===== src/source/noc_pkg.sv =====
`default_nettype none

package noc_pkg;

  //////////////////////////////////////////////////
  // Widths
  //////////////////////////////////////////////////
  localparam int noc_flit_data_width = 40;
  localparam int noc_header_width    = 64;
  localparam int noc_header_flits    =
    (noc_header_width + noc_flit_data_width - 1) / noc_flit_data_width;

  typedef enum logic [3:0] {
    noc_read_request   = 4'b0001,
    noc_write_request  = 4'b0010,
    noc_read_response  = 4'b1001, // Bit 3 marks a response
    noc_write_response = 4'b1010
  } noc_packet_type_t;

  typedef struct packed {
    noc_packet_type_t packet_type;
    logic [3:0]       destination_id;
    logic [3:0]       source_id;
    logic [3:0]       tag;
  } noc_common_fields_t;

  typedef struct packed {
    logic [1:0]  burst_type;
    logic [2:0]  burst_size;
    logic [7:0]  burst_length;
    logic [31:0] address;
    logic [2:0]  reserved;
  } noc_request_fields_t;

  typedef struct packed {
    logic [1:0]  status;
    logic [7:0]  burst_length; // Not aligned with the request view
    logic [37:0] reserved;
  } noc_response_fields_t;

  // Decoded by common.packet_type
  typedef union packed {
    noc_request_fields_t  request;
    noc_response_fields_t response;
  } noc_header_fields_u;

  typedef struct packed {
    noc_common_fields_t common;
    noc_header_fields_u fields;
  } noc_header_t;

  typedef struct packed {
    logic [31:0] data;
    logic [3:0]  byte_enable;
  } noc_payload_t;

  typedef logic [noc_flit_data_width-1:0] noc_flit_data_t;

  typedef struct packed {
    logic           is_header;
    logic           tail;
    noc_flit_data_t data;
  } noc_flit_t;

  //////////////////////////////////////////////////
  // Helpers
  //////////////////////////////////////////////////
  function automatic logic has_payload(input noc_packet_type_t packet_type);
    return packet_type inside {noc_write_request, noc_read_response};
  endfunction

  // Low bits go out first and the last flit is zero filled
  function automatic noc_flit_data_t header_flit_data(input noc_header_t header,
                                                      input logic        index);
    logic [noc_header_flits*noc_flit_data_width-1:0] padded;
    padded = {{(noc_header_flits*noc_flit_data_width-noc_header_width){1'b0}}, header};
    return padded[index*noc_flit_data_width+:noc_flit_data_width];
  endfunction

  function automatic noc_flit_data_t payload_to_flit_data(input noc_payload_t payload);
    return {{(noc_flit_data_width-$bits(noc_payload_t)){1'b0}}, payload};
  endfunction

  function automatic noc_payload_t flit_data_to_payload(input noc_flit_data_t data);
    return noc_payload_t'(data[$bits(noc_payload_t)-1:0]);
  endfunction

endpackage

`default_nettype wire


===== src/source/noc_flit_if.sv =====
`timescale 1ns/1ps
`default_nettype none

interface noc_flit_if;
  import noc_pkg::*;

  logic      valid;
  logic      ready;
  noc_flit_t flit;

  modport initiator (
    output valid,
    input  ready,
    output flit
  );

  modport target (
    input  valid,
    output ready,
    input  flit
  );

endinterface

`default_nettype wire


===== src/source/noc_packet_if.sv =====
`timescale 1ns/1ps
`default_nettype none

interface noc_packet_if;
  import noc_pkg::*;

  // Header channel
  logic         header_valid;
  logic         header_ready;
  noc_header_t  header;

  // Payload channel
  logic         payload_valid;
  logic         payload_ready;
  logic         payload_last;
  noc_payload_t payload;

  modport initiator (
    output header_valid,
    input  header_ready,
    output header,
    output payload_valid,
    input  payload_ready,
    output payload_last,
    output payload
  );

  modport target (
    input  header_valid,
    output header_ready,
    input  header,
    input  payload_valid,
    output payload_ready,
    input  payload_last,
    input  payload
  );

endinterface

`default_nettype wire


===== src/source/noc_packet_packer.sv =====
`timescale 1ns/1ps
`default_nettype none

module noc_packet_packer (
  input  logic          clk,
  input  logic          rst_n,
  noc_packet_if.target  packet_in,
  noc_flit_if.initiator flit_out
);
  import noc_pkg::*;

  logic      header_flit_count;
  logic      header_flit_last;
  logic      header_accept;
  logic      header_tail;
  noc_flit_t flit;

  //////////////////////////////////////////////////
  // Header flits
  //////////////////////////////////////////////////
  assign header_flit_last = (header_flit_count == 1'(noc_header_flits - 1));
  assign header_accept    = packet_in.header_valid && flit_out.ready;

  // Packet ends on its header when no payload follows
  assign header_tail =
    header_flit_last && !has_payload(packet_in.header.common.packet_type);

  always_ff @(posedge clk or negedge rst_n) begin
    if (!rst_n) begin
      header_flit_count <= 1'b0;
    end else if (header_accept) begin
      if (header_flit_last) begin
        header_flit_count <= 1'b0;
      end else begin
        header_flit_count <= header_flit_count + 1'b1;
      end
    end
  end

  // Header is taken only together with its final flit
  assign packet_in.header_ready = header_accept && header_flit_last;

  //////////////////////////////////////////////////
  // Payload flits
  //////////////////////////////////////////////////
  assign packet_in.payload_ready = flit_out.ready && !packet_in.header_valid;

  //////////////////////////////////////////////////
  // Flit mux
  //////////////////////////////////////////////////
  always_comb begin
    flit = '0;
    if (packet_in.header_valid) begin
      flit.is_header = 1'b1;
      flit.tail      = header_tail;
      flit.data      = header_flit_data(packet_in.header, header_flit_count);
    end else begin
      flit.is_header = 1'b0;
      flit.tail      = packet_in.payload_last;
      flit.data      = payload_to_flit_data(packet_in.payload);
    end
  end

  assign flit_out.valid = packet_in.header_valid || packet_in.payload_valid;
  assign flit_out.flit  = flit;

endmodule

`default_nettype wire


===== src/source/noc_flit_fifo.sv =====
`timescale 1ns/1ps
`default_nettype none

module noc_flit_fifo #(
  parameter int fifo_depth = 4
) (
  input  logic          clk,
  input  logic          rst_n,
  noc_flit_if.target    flit_in,
  noc_flit_if.initiator flit_out
);
  import noc_pkg::*;

  localparam int ptr_width   = (fifo_depth > 1) ? $clog2(fifo_depth) : 1;
  localparam int count_width = $clog2(fifo_depth + 1);

  noc_flit_t              mem [fifo_depth];
  logic [ptr_width-1:0]   wr_ptr;
  logic [ptr_width-1:0]   rd_ptr;
  logic [count_width-1:0] count;
  logic [count_width-1:0] count_next;
  logic                   in_ready;
  logic                   push;
  logic                   pop;

  // Wraps for any depth, not only powers of two
  function automatic logic [ptr_width-1:0] next_ptr(input logic [ptr_width-1:0] ptr);
    if (ptr == ptr_width'(fifo_depth - 1)) begin
      return '0;
    end
    return ptr + 1'b1;
  endfunction

  assign push = flit_in.valid && in_ready;
  assign pop  = flit_out.valid && flit_out.ready;

  always_comb begin
    count_next = count;
    if (push && !pop) begin
      count_next = count + 1'b1;
    end else if (pop && !push) begin
      count_next = count - 1'b1;
    end
  end

  always_ff @(posedge clk or negedge rst_n) begin
    if (!rst_n) begin
      wr_ptr   <= '0;
      rd_ptr   <= '0;
      count    <= '0;
      in_ready <= 1'b0; // Rises one cycle after reset release
    end else begin
      if (push) begin
        wr_ptr <= next_ptr(wr_ptr);
      end
      if (pop) begin
        rd_ptr <= next_ptr(rd_ptr);
      end
      count    <= count_next;
      in_ready <= (count_next != count_width'(fifo_depth));
    end
  end

  always_ff @(posedge clk) begin
    if (push) begin
      mem[wr_ptr] <= flit_in.flit;
    end
  end

  assign flit_in.ready  = in_ready;
  assign flit_out.valid = (count != '0);
  assign flit_out.flit  = mem[rd_ptr]; // Head entry, valid the cycle after its write

endmodule

`default_nettype wire


===== src/source/noc_packet_unpacker.sv =====
`timescale 1ns/1ps
`default_nettype none

module noc_packet_unpacker (
  input  logic             clk,
  input  logic             rst_n,
  noc_flit_if.target       flit_in,
  noc_packet_if.initiator  packet_out
);
  import noc_pkg::*;

  noc_flit_t      flit;
  logic           header_flit_valid;
  logic           header_flit_ready;
  logic           payload_flit_valid;
  logic           payload_flit_ready;
  logic           header_flit_count;
  logic           header_flit_last;
  logic           header_accept;
  noc_flit_data_t header_buffer;
  logic [noc_header_flits*noc_flit_data_width-1:0] header_data;

  //////////////////////////////////////////////////
  // Flit steering
  //////////////////////////////////////////////////
  assign flit               = flit_in.flit;
  assign header_flit_valid  = flit_in.valid && flit.is_header;
  assign payload_flit_valid = flit_in.valid && !flit.is_header;
  assign flit_in.ready      = flit.is_header ? header_flit_ready : payload_flit_ready;

  //////////////////////////////////////////////////
  // Header assembly
  //////////////////////////////////////////////////
  assign header_flit_last  = (header_flit_count == 1'(noc_header_flits - 1));
  assign header_flit_ready = header_flit_last ? packet_out.header_ready : 1'b1;
  assign header_accept     = header_flit_valid && header_flit_ready;

  assign header_data              = {flit.data, header_buffer}; // Buffered flit is the low half
  assign packet_out.header        = noc_header_t'(header_data[noc_header_width-1:0]);
  assign packet_out.header_valid  = header_flit_valid && header_flit_last;

  always_ff @(posedge clk or negedge rst_n) begin
    if (!rst_n) begin
      header_flit_count <= 1'b0;
    end else if (header_accept) begin
      if (header_flit_last) begin
        header_flit_count <= 1'b0;
      end else begin
        header_flit_count <= header_flit_count + 1'b1;
      end
    end
  end

  always_ff @(posedge clk) begin
    if (header_accept) begin
      if (header_flit_last) begin
        header_buffer <= '0;
      end else begin
        header_buffer <= flit.data;
      end
    end
  end

  //////////////////////////////////////////////////
  // Payload
  //////////////////////////////////////////////////
  assign payload_flit_ready       = packet_out.payload_ready;
  assign packet_out.payload_valid = payload_flit_valid;
  assign packet_out.payload_last  = flit.tail;
  assign packet_out.payload       = flit_data_to_payload(flit.data);

endmodule

`default_nettype wire


===== src/source/noc_link_top.sv =====
`timescale 1ns/1ps
`default_nettype none

module noc_link_top #(
  parameter int fifo_depth = 4
) (
  input  logic                 clk,
  input  logic                 rst_n,
  // Local source side
  input  logic                 in_header_valid,
  output logic                 in_header_ready,
  input  noc_pkg::noc_header_t in_header,
  input  logic                 in_payload_valid,
  output logic                 in_payload_ready,
  input  logic                 in_payload_last,
  input  noc_pkg::noc_payload_t in_payload,
  // Local sink side
  output logic                 out_header_valid,
  input  logic                 out_header_ready,
  output noc_pkg::noc_header_t out_header,
  output logic                 out_payload_valid,
  input  logic                 out_payload_ready,
  output logic                 out_payload_last,
  output noc_pkg::noc_payload_t out_payload
);

  noc_packet_if packet_in_if ();
  noc_packet_if packet_out_if ();
  noc_flit_if   link_in ();
  noc_flit_if   link_out ();

  //////////////////////////////////////////////////
  // Port mapping
  //////////////////////////////////////////////////
  assign packet_in_if.header_valid  = in_header_valid;
  assign in_header_ready            = packet_in_if.header_ready;
  assign packet_in_if.header        = in_header;
  assign packet_in_if.payload_valid = in_payload_valid;
  assign in_payload_ready           = packet_in_if.payload_ready;
  assign packet_in_if.payload_last  = in_payload_last;
  assign packet_in_if.payload       = in_payload;

  assign out_header_valid            = packet_out_if.header_valid;
  assign packet_out_if.header_ready  = out_header_ready;
  assign out_header                  = packet_out_if.header;
  assign out_payload_valid           = packet_out_if.payload_valid;
  assign packet_out_if.payload_ready = out_payload_ready;
  assign out_payload_last            = packet_out_if.payload_last;
  assign out_payload                 = packet_out_if.payload;

  //////////////////////////////////////////////////
  // Packer -> FIFO -> unpacker
  //////////////////////////////////////////////////
  noc_packet_packer packer_i (
    .clk       (clk),
    .rst_n     (rst_n),
    .packet_in (packet_in_if.target),
    .flit_out  (link_in.initiator)
  );

  noc_flit_fifo #(
    .fifo_depth (fifo_depth)
  ) fifo_i (
    .clk      (clk),
    .rst_n    (rst_n),
    .flit_in  (link_in.target),
    .flit_out (link_out.initiator)
  );

  noc_packet_unpacker unpacker_i (
    .clk        (clk),
    .rst_n      (rst_n),
    .flit_in    (link_out.target),
    .packet_out (packet_out_if.initiator)
  );

endmodule

`default_nettype wire


===== config.mk =====
export PLATFORM = sky130hd
export DESIGN_NAME = noc_link_top
export DESIGN_NICKNAME = d
export VERILOG_FILES = /design/src/source/noc_pkg.sv /design/src/source/noc_flit_if.sv /design/src/source/noc_packet_if.sv /design/src/source/noc_packet_packer.sv /design/src/source/noc_flit_fifo.sv /design/src/source/noc_packet_unpacker.sv /design/src/source/noc_link_top.sv
export SDC_FILE = /design/constraint.sdc
export NUM_CORES = 1
export LEC_CHECK = 0
export BUFFER_PORTS_ARGS = -buffer_cell sky130_fd_sc_hd__clkbuf_2
export CAP_MARGIN = 20
export CORE_MARGIN = 2
export CORE_UTILIZATION = 29
export DETAILED_ROUTE_END_ITERATION = 8
export GPL_TIMING_DRIVEN = 1
export SETUP_SLACK_MARGIN = 0.02
export SLEW_MARGIN = 10
export SYNTH_ARGS = -nofsm -noshare
export SYNTH_HDL_FRONTEND = slang
export SYNTH_SLANG_ARGS = --single-unit

===== constraint.sdc =====
create_clock -name clk -period 3.1 [get_ports clk]
set_input_delay 0.31 -clock clk [delete_from_list [all_inputs] [get_ports clk]]
set_output_delay 0.31 -clock clk [all_outputs]
set_load 0.05 [all_outputs]

==> results of run 1 <==
==> registers in the layout, indices dropped and copies added (netlist names) <==
name / cells
fifo_i.wr_ptr: 2
fifo_i.flit_in.ready: 1
fifo_i.mem: 168
fifo_i.rd_ptr: 2
unpacker_i.header_buffer: 40
packer_i.header_flit_count: 1
unpacker_i.header_flit_count: 1
fifo_i.count: 3
==> worst register-to-register path, delay by kind of cell (launching register included) <==
family         cells  cell delay, ns
multiplexers       2            0.91
AO/OA/AOI/OAI      4            0.80
flip-flops         1            0.43
==> per-layer routing <==
metal	track usage	vias to the layer above	share of wire	routed length, um
li1	-	2385	-	-
met1	0.151	2527	0.44	8770
met2	0.202	150	0.49	9800
met3	0.0238	26	0.052	1020
met4	0.0282	0	0.013	267
met5	0	-	0	0
==> cell usage in the layout, fill, tap and decap left out, types with 8 or more instances in the layout <==
master | synthesis | routed
inv_1 | 19 | 18
o21ai_0 | 15 | 15
mux4_2 | 42 | 42
ha_1 | 8 | 8
nor2_1 | 30 | 30
edfxtp_1 | 208 | 208
a21oi_1 | 28 | 28
and2_1 | 48 | 44
clkbuf_16 | 0 | 27
mux2i_1 | 24 | 24
clkbuf_2 | 0 | 211
nand2_1 | 17 | 17
==> final cells by class <==
type                       count  area, um2  area share
inverter                      19       71.3     0.00626
clock buffer                  31        691      0.0606
tap                          402        503      0.0441
multi-input combinational    241       2220       0.194
timing repair buffer         224       1220       0.107
sequential                   218       6500       0.571
clock inverter                17        195      0.0171
==> metrics by stage <==
stage	util	std cells	hold WS (ns)	instance area, um2	worst slack, ns
2_1_floorplan	-	565	0.0144	9340	0.786
3_3_place_gp	0.332	1103	0.210	10500	0.884
3_5_place_dp	0.332	1103	0.200	10500	0.844
4_1_cts	0.360	1152	0.0780	11400	0.503
5_1_grt	0.360	1152	0.102	11400	0.470
6_report	0.360	1152	0.109	11400	0.586
==> logic make-up after synthesis <==
kind of cell,count (synthesis)
compound gates,53
xor+xnor,5
buf+inv,106
fa+ha+maj,8
flops,218
mux,69
simple gates,106
==> timing repair <==
item,4_1_cts,5_1_grt
setup endpoints to repair,0,0
hold endpoints to repair,10,0
hold buffers,1,0
==> worst max-delay path by stage <==
stage | startpoint | to | slack [ns] | depth (start not counted)
after floorplan | fifo_i.rd_ptr[0] | unpacker_i.header_buffer[0] | 0.79 | 3
after global placement | fifo_i.rd_ptr[0] | fifo_i.flit_in.ready | 0.88 | 6
after detailed placement | fifo_i.rd_ptr[0] | fifo_i.flit_in.ready | 0.84 | 6
after CTS | fifo_i.rd_ptr[1] | out_header[40] | 0.50 | 3
after global routing | fifo_i.rd_ptr[0] | out_header[56] | 0.47 | 3
final | fifo_i.rd_ptr[0] | out_payload[31] | 0.59 | 3
==> results_dict.tcl, run 1 <==
set metrics [dict create \
    finalWirelength_um 19900 \
    path_cells "buf_12, mux4_2, clkbuf_2" \
    crit_path_max_incr_delay_ns 0.61 \
    h-tree-depth 1 \
    slew_viol_final 0 \
    min_path_cells 3 \
    synthXorXnorAreaFrac 0.00469 \
    fmaxAchievable_mhz 398 \
    track_usage 0.117 \
    wl_per_cell_um 17.2 \
    setup_violations 0 \
    hold_viol 0 \
    slowest_stage "mux4_2" \
    grt_antenna_before_repair 0 \
    area_delta_synth_final_pct 22.0 \
    crit-reg2reg-launch "fifo_i.rd_ptr[0]" \
    initial_core_util 0.295 \
    clkTransAtPathRegs_ns 0.06 \
    die_h_um 184 \
    post_cts_buffers 0 \
    critPathRequiredTime_ns 2.79 \
    drtIter0Drc 273 \
    grt_pass1_vias 5068 \
    drc 0 \
    worst-setup-path-type "flop to primary output" \
    clk_latency_ns 0.51 \
    clkSinkCount 218 \
    grt_pass1_wl_um 29700 \
    synth_top_family_by_area "multiplexers" \
    synth_cells 565 \
    rows 65 \
    core-area_um2 31600 \
    synth.largest_area_cell "edfxtp_1" \
    maxCapViolations 0 \
    fill_cells 3007 \
    portBuffers 211 \
    cp_max_fo 44 \
    synth_compound_area_frac 0.0309 \
    ant_nets 0 \
    min_period_ns 2.51 \
    rrSetupSlack_ns 0.83 \
    cts_buffer_depth 3 \
    root_buffer "clkbuf_16" \
    outcome "finished, final reports clean" \
    slew_headroom 0.414 \
    r2r-end "fifo_i.flit_in.ready" \
    cpLargestDelayFamily "buffers and inverters" \
    num_io_pins 212 \
    hold_end "packer_i.header_flit_count" \
    via_per_inst 4.42 \
    grt_max_degree 67 \
    synth_seq_cells 218 \
    final_nets 845 \
    rr_worst_depth 6 \
    synth_edf_count 208 \
    synthAdderAreaFrac 0.0107 \
    dieArea_um2 33700 \
    period_share 0.811 \
    min_path_type "input pin to flop" \
    ys_async_sr_fraction 0.0459 \
    cp-start-kind "flop" \
    endpoint_kind "primary output" \
    antenna_cells 0 \
    muxShareOfSynthArea 0.131 \
    grt-ovfl-total 0 \
    min_from "in_header_valid" \
    synth.avg_cell_area_um2 16.5 \
    crit_buf_inv 2 \
    skew_ns 0.00806 \
    tritoncts "built" \
    cts_resized 0 \
    tns_ns 0 \
    drive_gt1_frac 0.424 \
    synth_ff_type "edfxtp_1" \
    vias 5088 \
    hpwl_um 12600 \
    synthTopCellsByCount "edfxtp_1 (208), buf_4 (60), and2_1 (48)" \
    grt_setup_unrepaired "no" \
    synth_top_area_frac 0.668 \
    firstDrtPassIters 4 \
    synth_cell_type_count 34 \
    synthesis.nets 680 \
    ys_top_cells_by_area "edfxtp_1 (67%), mux4_2 (10%), buf_4 (4.8%)" \
    synth.most_common_cell "edfxtp_1" \
    synth_area_um2 9340 \
    synth-simple-area-share 0.0592 \
    die_w_um 184 \
    critPathArrivalTime_ns 2.20 \
    tightest_slew_ns 0.869 \
    numCtsBuffers 26 \
    gp_congestion 0.692 \
    yosysWarnings 0 \
    yosysSeqAreaShare 0.695 \
]
Power of run 1 is left out: the tool's default activity adds up to more than one toggle a clock period on the data nets, which glitch-free logic cannot reach.
==> inputs of run 2 (changes only) <==
==> constraint.sdc (replaced) <==
create_clock -name clk -period 2.1 [get_ports clk]
set_input_delay 0.21 -clock clk [delete_from_list [all_inputs] [get_ports clk]]
set_output_delay 0.21 -clock clk [all_outputs]
set_load 0.05 [all_outputs]
==> results_dict.tcl, run 2 (same netlist as run 1, synthesis figures left out) <==
set metrics [dict create \
    dieArea_um2 33700 \
    rr_worst_depth 7 \
    finalWirelength_um 20300 \
    tightest_slew_ns 0.619 \
    grt_pass1_wl_um 30000 \
    cp-start-kind "flop" \
    numCtsBuffers 24 \
    drc 0 \
    period_share 1.08 \
    largest_reg_flops 168 \
    antenna_cells 0 \
    grt_antenna_before_repair 0 \
    drtIter0Drc 266 \
    cp_max_fo 3 \
    area_delta_synth_final_pct 30.4 \
    firstDrtPassIters 4 \
    path_depth 7 \
    maxCapViolations 0 \
    tritoncts "built" \
    slew_headroom 0.584 \
    setup_violations 67 \
    cpLargestDelayFamily "multiplexers" \
    dp_slack_ns -0.0533 \
    clkTransAtPathRegs_ns 0.06 \
    top_regs "fifo_i.mem: 168 flops, unpacker_i.header_buffer: 40 flops, fifo_i.count: 3 flops" \
    h-tree-depth 1 \
    fmaxAchievable_mhz 443 \
    grt_setup_unrepaired "yes" \
    most-common-layout-cells "edfxtp_1 (208), clkbuf_2 (148), and2_1 (44)" \
    min_path_cells 2 \
    violations "negative setup slack" \
    clk_latency_ns 0.50 \
    layout_commonest_cell "edfxtp_1" \
    core-area_um2 31600 \
    clkSinkCount 218 \
    initial_core_util 0.295 \
    via_per_inst 4.42 \
    ant_nets 0 \
    path_cells "buf_4, mux4_2, mux2_4, and2_4, nor4_2, a41oi_1, a211o_1" \
    die_w_um 184 \
    gp_congestion 0.706 \
    min_period_ns 2.26 \
    grt_max_degree 44 \
    num_io_pins 212 \
    fin_ws_ns -0.159 \
    hold_viol 0 \
    crit_path_max_incr_delay_ns 0.49 \
    critPathArrivalTime_ns 2.65 \
    root_buffer "clkbuf_16" \
    outcome "finished, violations left" \
    die_h_um 184 \
    skew_ns 0.00845 \
    hpwl_um 12200 \
    slowest_stage "dfrtp_4" \
    worst-setup-path-type "flop to flop" \
    crit_buf_inv 1 \
    portBuffers 211 \
    grt_pass1_vias 5247 \
    min_path_type "input pin to flop" \
    vias 5136 \
    grt-ovfl-total 0 \
    slew_viol_final 0 \
    rows 65 \
    drive_gt1_frac 0.439 \
    cts_buffer_depth 3 \
    critPathRequiredTime_ns 2.49 \
    regMostFlops "fifo_i.mem" \
    wl_per_cell_um 17.5 \
    track_usage 0.118 \
    endpoint_kind "flop" \
    final_nets 860 \
]
-- run 2: cell count changes in the layout (fill, tap and decap cells not counted), sizes merged --
cell	before	now
buf	12	79
clkbuf	242	191
clkinv	11	6
clkinvlp	2	0
dlygate4sd3	1	2
inv	19	18
-- run 2: area by class of cell --
| class | count | area, um2 |
|---|---|---|
| clock buffers | 31 | 648 |
| clock inverters | 9 | 141 |
| fillers | 2873 | 19500 |
| inverters | 19 | 71.3 |
| multi-input cells | 241 | 2280 |
| flip-flops and latches | 218 | 6500 |
| well taps | 402 | 503 |
| repair buffers | 241 | 2040 |
-- run 2: layer usage --
| layer | vias up | GRT usage | wire length (um) |
|---|---|---|---|
| met5 | - | 0 | 0 |
| li1 | 2413 | - | - |
| met1 | 2559 | 0.151 | 8810 |
| met4 | 0 | 0.0298 | 286 |
| met2 | 142 | 0.205 | 10300 |
| met3 | 22 | 0.0228 | 965 |
-- run 2: stage by stage --
stage          utilization  TNS, ns  hold WS (ns)  cells  cell area, um2
2_1_floorplan            -   -0.151       -0.0856    565            9350
3_3_place_gp         0.335  -0.0372         0.104   1111           10600
3_5_place_dp         0.335  -0.0533         0.103   1111           10600
4_1_cts              0.381   -11.20        0.0456   1159           12000
5_1_grt              0.385   -11.82        0.0828   1161           12200
6_report             0.385    -6.90        0.0670   1161           12200
-- run 2: path summary, 6_finish.rpt --
check                                  from                    to  slack, ns
max in group asynchronous             rst_n      fifo_i.rd_ptr[0]       1.74
min reg2reg                 fifo_i.count[2]       fifo_i.count[2]       0.57
max reg2reg                fifo_i.rd_ptr[0]  fifo_i.flit_in.ready      -0.16
max                        fifo_i.rd_ptr[0]  fifo_i.flit_in.ready      -0.16
min                           in_header[38]     fifo_i.mem[1][38]       0.07
min in group asynchronous             rst_n       fifo_i.count[1]       0.11
-- run 2: what timing repair did --
item / in CTS / in global routing
endpoints found under the hold margin: 11 / 0
gates cloned: 2 / 0
gates resized for setup: 135 / 67
pin swaps: 0 / 4
buffers inserted: 4 / 2
setup endpoints to repair: 64 / 67
hold buffers: 2 / 0
Power of run 2 is left out for the same reason.
